File: src/blink_pkg.sv
////////////////////////////////////////////////////////////////////////////
// blink package
// widths, counter taps, freeze settle time and the enums shared by the
// LED blinker and its reconfiguration controller
////////////////////////////////////////////////////////////////////////////

package blink_pkg;

   ////////////////////////////////////////////////////////////////////////
   // counter and taps
   ////////////////////////////////////////////////////////////////////////

   // free-running counter width
   localparam int unsigned COUNT_WIDTH = 32;
   // led_zero tap, kept low so the LEDs move in a short simulation
   localparam int unsigned COUNTER_TAP = 6;
   // led_one runs at half the rate of led_zero
   localparam int unsigned LED_ONE_TAP = COUNTER_TAP + 1;

   ////////////////////////////////////////////////////////////////////////
   // reconfiguration timing
   ////////////////////////////////////////////////////////////////////////

   // cycles the freeze is held before the persona load
   localparam int unsigned FREEZE_SETTLE = 8;
   // must hold FREEZE_SETTLE - 1
   localparam int unsigned SETTLE_WIDTH = 4;

   // persona codes, code 3 is left undefined on purpose
   typedef enum logic [1:0] {
      PERSONA_BLINK = 2'd0,
      PERSONA_CHASE = 2'd1,
      PERSONA_DARK  = 2'd2
   } persona_e;

   // controller states
   typedef enum logic [2:0] {
      PR_IDLE,
      PR_FREEZE,
      PR_LOAD,
      PR_THAW,
      PR_ACK
   } pr_state_e;

endpackage
File: src/region_ctrl_if.sv
////////////////////////////////////////////////////////////////////////////
// region control interface
// freeze, load and persona from the controller, loaded back from the region
////////////////////////////////////////////////////////////////////////////

interface region_ctrl_if;
   import blink_pkg::*;

   // high while the region outputs must not be trusted
   logic     freeze;
   // one-cycle load strobe
   logic     load;
   // persona code, valid with load
   persona_e persona;
   // one-cycle answer, one cycle after load
   logic     loaded;

   modport ctrl (
      output freeze,
      output load,
      output persona,
      input  loaded
   );

   modport region (
      input  load,
      input  persona,
      output loaded
   );

   // the LED driver only looks at the freeze
   modport monitor (
      input  freeze
   );

endinterface

File: src/led_blink_top.sv
////////////////////////////////////////////////////////////////////////////
// LED blinker top level
// static counter LEDs plus a reconfigurable persona region driving the
// upper two LEDs, with a req/ack reconfiguration port
////////////////////////////////////////////////////////////////////////////

module led_blink_top (
   input  logic       clock,
   input  logic       reset,
   input  logic       pr_req,
   input  logic [1:0] persona_sel,
   output logic       pr_ack,
   output logic       led_zero_on,
   output logic       led_one_on,
   output logic       led_two_on,
   output logic       led_three_on
);
   import blink_pkg::*;

   logic [COUNT_WIDTH-1:0] count;
   logic [COUNT_WIDTH-1:0] count_d;
   logic                   led_one;
   // raw region LEDs, before the freeze override
   logic                   region_two;
   logic                   region_three;

   // controller to region link
   region_ctrl_if region_bus ();

   free_counter u_free_counter (
      .clock   (clock),
      .reset   (reset),
      .count   (count),
      .led_one (led_one)
   );

   // code 3 passes through the cast and is dropped by the region
   pr_controller u_pr_controller (
      .clock       (clock),
      .reset       (reset),
      .pr_req      (pr_req),
      .persona_sel (persona_e'(persona_sel)),
      .pr_ack      (pr_ack),
      .ctrl        (region_bus)
   );

   persona_region u_persona_region (
      .clock     (clock),
      .reset     (reset),
      .count_d   (count_d),
      .led_two   (region_two),
      .led_three (region_three),
      .region    (region_bus)
   );

   led_driver u_led_driver (
      .clock        (clock),
      .reset        (reset),
      .count        (count),
      .led_one      (led_one),
      .region_two   (region_two),
      .region_three (region_three),
      .count_d      (count_d),
      .led_zero_on  (led_zero_on),
      .led_one_on   (led_one_on),
      .led_two_on   (led_two_on),
      .led_three_on (led_three_on),
      .monitor      (region_bus)
   );

endmodule

File: src/led_driver.sv
////////////////////////////////////////////////////////////////////////////
// LED driver
// count delay stage, freeze override and the four LED output registers
////////////////////////////////////////////////////////////////////////////

module led_driver (
   input  logic                             clock,
   input  logic                             reset,
   input  logic [blink_pkg::COUNT_WIDTH-1:0] count,
   input  logic                             led_one,
   input  logic                             region_two,
   input  logic                             region_three,
   output logic [blink_pkg::COUNT_WIDTH-1:0] count_d,
   output logic                             led_zero_on,
   output logic                             led_one_on,
   output logic                             led_two_on,
   output logic                             led_three_on,
   region_ctrl_if.monitor                   monitor
);
   import blink_pkg::*;

   ////////////////////////////////////////////////////////////////////////
   // count delay, first LED stage for the static and region paths
   ////////////////////////////////////////////////////////////////////////

   always_ff @(posedge clock)
   begin
      count_d <= count;
   end

   ////////////////////////////////////////////////////////////////////////
   // output registers
   ////////////////////////////////////////////////////////////////////////

   always_ff @(posedge clock)
   begin
      if (reset)
      begin
         led_zero_on  <= 1'b0;
         led_one_on   <= 1'b0;
         led_two_on   <= 1'b0;
         led_three_on <= 1'b0;
      end
      else
      begin
         // static LEDs, untouched by the freeze
         led_zero_on  <= count_d[COUNTER_TAP];
         led_one_on   <= led_one;
         // region LEDs forced on while the region is frozen
         led_two_on   <= monitor.freeze ? 1'b1 : region_two;
         led_three_on <= monitor.freeze ? 1'b1 : region_three;
      end
   end

endmodule

File: src/persona_region.sv
////////////////////////////////////////////////////////////////////////////
// persona region
// holds the active persona and forms its LED pair from the delayed count
////////////////////////////////////////////////////////////////////////////

module persona_region (
   input  logic                             clock,
   input  logic                             reset,
   input  logic [blink_pkg::COUNT_WIDTH-1:0] count_d,
   output logic                             led_two,
   output logic                             led_three,
   region_ctrl_if.region                    region
);
   import blink_pkg::*;

   // persona currently driving the LEDs
   persona_e active;
   logic     loaded_q;

   ////////////////////////////////////////////////////////////////////////
   // persona register
   ////////////////////////////////////////////////////////////////////////

   always_ff @(posedge clock)
   begin
      if (reset)
      begin
         active   <= PERSONA_BLINK;
         loaded_q <= 1'b0;
      end
      else
      begin
         // answered for every strobe, valid code or not
         loaded_q <= region.load;
         if (region.load)
         begin
            case (region.persona)
               PERSONA_BLINK,
               PERSONA_CHASE,
               PERSONA_DARK:
               begin
                  active <= region.persona;
               end
               default:
               begin
                  // undefined code, old persona stays
                  active <= active;
               end
            endcase
         end
      end
   end

   assign region.loaded = loaded_q;

   ////////////////////////////////////////////////////////////////////////
   // LED patterns
   ////////////////////////////////////////////////////////////////////////

   always_comb
   begin
      unique case (active)
         PERSONA_BLINK:
         begin
            // the pair toggles in opposite phase
            led_two   = count_d[COUNTER_TAP];
            led_three = ~count_d[COUNTER_TAP];
         end
         PERSONA_CHASE:
         begin
            led_two   = count_d[COUNTER_TAP + 1];
            led_three = count_d[COUNTER_TAP + 2];
         end
         default:
         begin
            // PERSONA_DARK
            led_two   = 1'b0;
            led_three = 1'b0;
         end
      endcase
   end

endmodule

File: src/pr_controller.sv
////////////////////////////////////////////////////////////////////////////
// reconfiguration controller
// four-phase req/ack toward the requester, freeze, settle, load and thaw
// toward the persona region
////////////////////////////////////////////////////////////////////////////

module pr_controller (
   input  logic                clock,
   input  logic                reset,
   input  logic                pr_req,
   input  blink_pkg::persona_e persona_sel,
   output logic                pr_ack,
   region_ctrl_if.ctrl         ctrl
);
   import blink_pkg::*;

   pr_state_e               state;
   // settle down-counter, only meaningful in PR_FREEZE
   logic [SETTLE_WIDTH-1:0] settle;
   // load strobe, high for the first cycle of PR_LOAD only
   logic                    load_q;
   // code handed to the region
   persona_e                persona_q;

   ////////////////////////////////////////////////////////////////////////
   // state machine
   ////////////////////////////////////////////////////////////////////////

   always_ff @(posedge clock)
   begin
      if (reset)
      begin
         state     <= PR_IDLE;
         settle    <= '0;
         load_q    <= 1'b0;
         persona_q <= PERSONA_BLINK;
      end
      else
      begin
         // strobe by default
         load_q <= 1'b0;
         unique case (state)
            PR_IDLE:
            begin
               // requester holds persona_sel stable from here on
               if (pr_req)
               begin
                  state  <= PR_FREEZE;
                  settle <= SETTLE_WIDTH'(FREEZE_SETTLE - 1);
               end
            end
            PR_FREEZE:
            begin
               // FREEZE_SETTLE cycles in this state, then load
               if (settle == '0)
               begin
                  state     <= PR_LOAD;
                  load_q    <= 1'b1;
                  persona_q <= persona_sel;
               end
               else
               begin
                  settle <= settle - 1'b1;
               end
            end
            PR_LOAD:
            begin
               // region answers one cycle after the strobe
               if (ctrl.loaded)
               begin
                  state <= PR_THAW;
               end
            end
            PR_THAW:
            begin
               state <= PR_ACK;
            end
            PR_ACK:
            begin
               // back-pressure, ack held until the requester lets go
               if (!pr_req)
               begin
                  state <= PR_IDLE;
               end
            end
            default:
            begin
               state <= PR_IDLE;
            end
         endcase
      end
   end

   ////////////////////////////////////////////////////////////////////////
   // outputs, decoded from the state register
   ////////////////////////////////////////////////////////////////////////

   // freeze covers the settle time and the load, drops in PR_THAW
   assign ctrl.freeze  = (state == PR_FREEZE) || (state == PR_LOAD);
   assign ctrl.load    = load_q;
   assign ctrl.persona = persona_q;
   assign pr_ack       = (state == PR_ACK);

endmodule

File: src/free_counter.sv
////////////////////////////////////////////////////////////////////////////
// free-running counter
// counts every cycle from zero and registers the led_one tap
////////////////////////////////////////////////////////////////////////////

module free_counter (
   input  logic                             clock,
   input  logic                             reset,
   output logic [blink_pkg::COUNT_WIDTH-1:0] count,
   output logic                             led_one
);
   import blink_pkg::*;

   ////////////////////////////////////////////////////////////////////////
   // counter
   ////////////////////////////////////////////////////////////////////////

   // wraps silently after 2^COUNT_WIDTH cycles
   always_ff @(posedge clock)
   begin
      if (reset)
      begin
         count <= '0;
      end
      else
      begin
         count <= count + 1'b1;
      end
   end

   ////////////////////////////////////////////////////////////////////////
   // led_one tap
   ////////////////////////////////////////////////////////////////////////

   // first of the two LED delay stages, the driver adds the second
   always_ff @(posedge clock)
   begin
      if (reset)
      begin
         led_one <= 1'b0;
      end
      else
      begin
         led_one <= count[LED_ONE_TAP];
      end
   end

endmodule

File: config.mk
export PLATFORM = sky130hd
export DESIGN_NAME = led_blink_top
export DESIGN_NICKNAME = d
export VERILOG_FILES = /design/src/blink_pkg.sv /design/src/region_ctrl_if.sv /design/src/led_blink_top.sv /design/src/led_driver.sv /design/src/persona_region.sv /design/src/pr_controller.sv /design/src/free_counter.sv
export SDC_FILE = /design/constraint.sdc
export NUM_CORES = 1
export LEC_CHECK = 0
export ABC_AREA = 1
export BUFFER_PORTS_ARGS = -buffer_cell sky130_fd_sc_hd__buf_2
export CORE_UTILIZATION = 40
export DETAILED_ROUTE_END_ITERATION = 10
export MAX_ROUTING_LAYER = met4
export SYNTH_ARGS = -nofsm -noshare
export SYNTH_HDL_FRONTEND = slang
export SYNTH_SLANG_ARGS = --single-unit
File: constraint.sdc
create_clock -name clock -period 1.4 [get_ports clock]
set_input_delay 0.14 -clock clock [delete_from_list [all_inputs] [get_ports clock]]
set_output_delay 0.14 -clock clock [all_outputs]
set_load 0.01 [all_outputs]
==> qor.log <==
qor: global_route.largest_net_degree_at_the_start_of_global_routing 18
qor: sta.number_of_hold_violations_in_the_final_report 0
qor: clock_network.clockBufferDepth 2
qor: global_route.grt_first_pass_wirelength 3480 um
qor: floorplanning.die_h 55.9 um
qor: logic_synthesis.average_instance_area_after_synthesis 7.74 sq um
qor: setup_path.worst-endpoint-required 1260 ps
qor: finish.fillerInstances 262
qor: placement.hpwl 1400 um
qor: global_route.antenna_found_initial 0
qor: clock_network.postCtsHoldBufs 0
qor: finish.finish.utilization 48.9%
qor: finish.mostFrequentLayoutCell dfxtp_1
qor: clock_network.cts_buffers 5
qor: clock_network.clock_sink_count 30
qor: sta.worst-slew-pin-transition 380 ps
qor: detailed_routing.first_iter_violations 52
qor: finish.finish.net_count 173
qor: flow_run.cap_violations 0
qor: setup_path.ff2ff_setup_slack 120 ps
qor: sta.timing.final.crit_share 91.6%
qor: setup_path.crit_slowest_cell dfxtp_1
qor: clock_network.path_clk_slew 90 ps
qor: setup_path.critical_path_arrival 1140 ps
qor: global_route.grt-ovfl-total 0
qor: placement.place.gp.congestion 0.792
qor: logic_synthesis.ys_ff_latch 30
qor: setup_path.critPathMaxStageDelay 440 ps
qor: logic_synthesis.postSynthCellCount 150
qor: sta.timing.final.max_slew_violations 0
qor: floorplanning.die-width 55.9 um
qor: detailed_routing.detail_route.vias_per_cell 4.79
qor: clock_network.cts_htree_levels 2
qor: floorplanning.placeableCoreArea 0.00276 sq mm
qor: setup_path.worstSetupStartpoint u_pr_controller.state[2]
qor: setup_path.crit_family flip-flops
qor: floorplanning.floorplan.rows 19
qor: logic_synthesis.synth_area_leader_cell dfxtp_1
qor: sta.finalClockSkew 3.70 ps
qor: logic_synthesis.yosysUniqueCellTypes 20
qor: sta.fin_tns_setup 0 ps
qor: logic_synthesis.post-synth-top-area-fraction 51.7%
qor: finish.commonest_cells_after_routing_fill_and_taps_aside 29 x dfxtp_1, 23 x inv_1, 19 x nor2_1
qor: sta.post-route-min-period 1280 ps
qor: detailed_routing.vias 948
qor: global_route.grt_util_all_layers 15.0%
qor: logic_synthesis.synth.area.top_cells dfxtp_1 52%, inv_1 7.8%, a21oi_1 7.3%
qor: logic_synthesis.synth_sequential_area_ratio 51.7%
qor: logic_synthesis.synth_fp_nets 157
qor: setup_path.cp.buffers_inverters 2
qor: floorplanning.design.die.area 0.00312 sq mm
qor: sta.timing.slew.headroom 74.5%
qor: finish.flow.area_growth_from_synthesis 16.1%
qor: floorplanning.initial_core_util 42.1%
qor: detailed_routing.final_wl 2000 um
qor: detailed_routing.drc 0
qor: clock_network.cts_root_buffer clkbuf_4
qor: placement.placement.io_buffers 9
qor: detailed_routing.wl_per_cell 10.1 um
qor: run_status.run_status finished clean
qor: sta.rsz0062_at_grt false
qor: clock_network.cts_tree built
qor: setup_path.critical_path.endpoint_type output port
qor: finish.drive_gt1_share 19.2%
qor: setup_path.crit_path_max_fanout 4
qor: setup_path.path_type_of_the_worst_setup_path reg2out
qor: setup_path.r2r_start u_free_counter.count[0]
qor: power_and_ir_drop.vdd_drop_max 0.889 mV
qor: hold_path.worstHoldPathType in2reg
qor: detailed_routing.detail-route-antenna-nets 0
qor: global_route.number_of_global_route_vias_before_repair 858
qor: floorplanning.io-pin-count 10
qor: power_and_ir_drop.pwr_per_cell_area 1710 mW/mm^2
qor: sta.finalSetupViolCount 0
qor: detailed_routing.detailed_routing_iteration_count_for_the_pre_antenna_repair_pass 4
qor: hold_path.timing.hold.worst.start persona_sel[1]
qor: logic_synthesis.synthesis.yosys.warnings 0
qor: finish.antennaDiodeCount 0
qor: clock_network.clk-insertion-delay-late 320 ps
qor: sta.peak_freq 780 MHz
qor: logic_synthesis.netlist_area 0.00116 sq mm
qor: setup_path.crit_chain inv_1 -> nor3_1 -> buf_2
qor: power_and_ir_drop.static_leakage_power 0.600 nW
qor: setup_path.cp-start-kind flop
==> synth_stat cells <==
cell / count
a31oi_1: 2
a21oi_1: 17
xor2_1: 1
dfxtp_1: 30
o21a_1: 1
nand2_2: 2
nor2_4: 1
nand2_1: 18
clkinv_1: 1
inv_1: 24
a211oi_1: 1
nand2_4: 1
o21ai_0: 6
buf_2: 1
buf_1: 1
inv_2: 1
nor2_1: 20
nor3_1: 5
ha_1: 2
nand3_1: 15
==> cell type report <==
cell class / count / area, sq um / share of cell area [%]
Sequential cell: 30 / 602 / 44.7
Multi-Input combinational cell: 92 / 485 / 36.0
Inverter: 26 / 97.6 / 7.24
Timing Repair Buffer: 11 / 60.1 / 4.46
Clock buffer: 6 / 51.3 / 3.81
Tap cell: 31 / 38.8 / 2.88
Clock inverter: 2 / 12.5 / 0.929
==> final timing paths <==
path / to / cells past startpoint
worst max-delay path: pr_ack / 3
worst max register to register: u_free_counter.count[8] / 8
worst min-delay path: u_pr_controller.ctrl.persona[1] / 3
worst min register to register: u_led_driver.count_d[8] / 0
==> power breakdown <==
group | total, mW | switching [mW] | internal, mW
sequential | 1.07 | 0.0819 | 0.984
combinational | 0.699 | 0.449 | 0.250
clock | 0.536 | 0.295 | 0.241
==> registers in the layout, summed over array words and instances (netlist names) <==
name,cells
u_free_counter.count,9
u_persona_region.active,2
u_led_driver.led_zero_on,1
u_led_driver.led_two_on,1
u_led_driver.led_three_on,1
u_free_counter.led_one,1
u_pr_controller.ctrl.load,1
u_pr_controller.state,3
u_led_driver.count_d,3
u_pr_controller.ctrl.persona,2
u_pr_controller.settle,4
u_persona_region.region.loaded,1
u_led_driver.led_one_on,1
==> stage by stage <==
stage	cell area, sq um	hold WS [ps]	total power [mW]	worst slack [ps]	cells
6_report	1350	109	2.30	118	198
2_1_floorplan	1160	305	1.62	177	150
5_1_grt	1350	110	2.49	6.32	198
4_1_cts	1310	92.8	2.31	18.7	197
3_3_place_gp	1240	356	1.75	50.7	189
3_5_place_dp	1240	361	1.76	24.3	189
==> repair_timing <==
action	in CTS	in global routing
setup endpoints to repair	0	4
buffers inserted	0	1
resized for setup	0	10
==> layer usage <==
layer / part of all wire [%] / track usage (%) / wire (um)
met1: 50 / 19.4 / 1000
met2: 45 / 20.7 / 893
met3: 4.2 / 5.58 / 85
met4: 1.1 / 7.32 / 23
met5: 0 / - / 0
==> worst reg2reg max path: stages (launching register included) <==
cell	delay (ps)
dfxtp_2	350
ha_2	190
nand2_2	80
nor2_4	140
nand2_2	90
nor3_4	190
nand2_1	60
nand2_1	50
nor2_1	40
==> logic make-up after synthesis <==
logic type | after synthesis | share of synthesized area [%]
buffers and inverters | 28 | 9.16
adder cells (fa/ha/maj) | 2 | 2.15
AO/OA/AOI/OAI | 27 | 12.3
AND/OR/NAND/NOR | 62 | 23.9
XOR/XNOR | 1 | 0.754
flip-flops | 30 | 51.7
No activity file was read; power rests on OpenSTA's default activity.
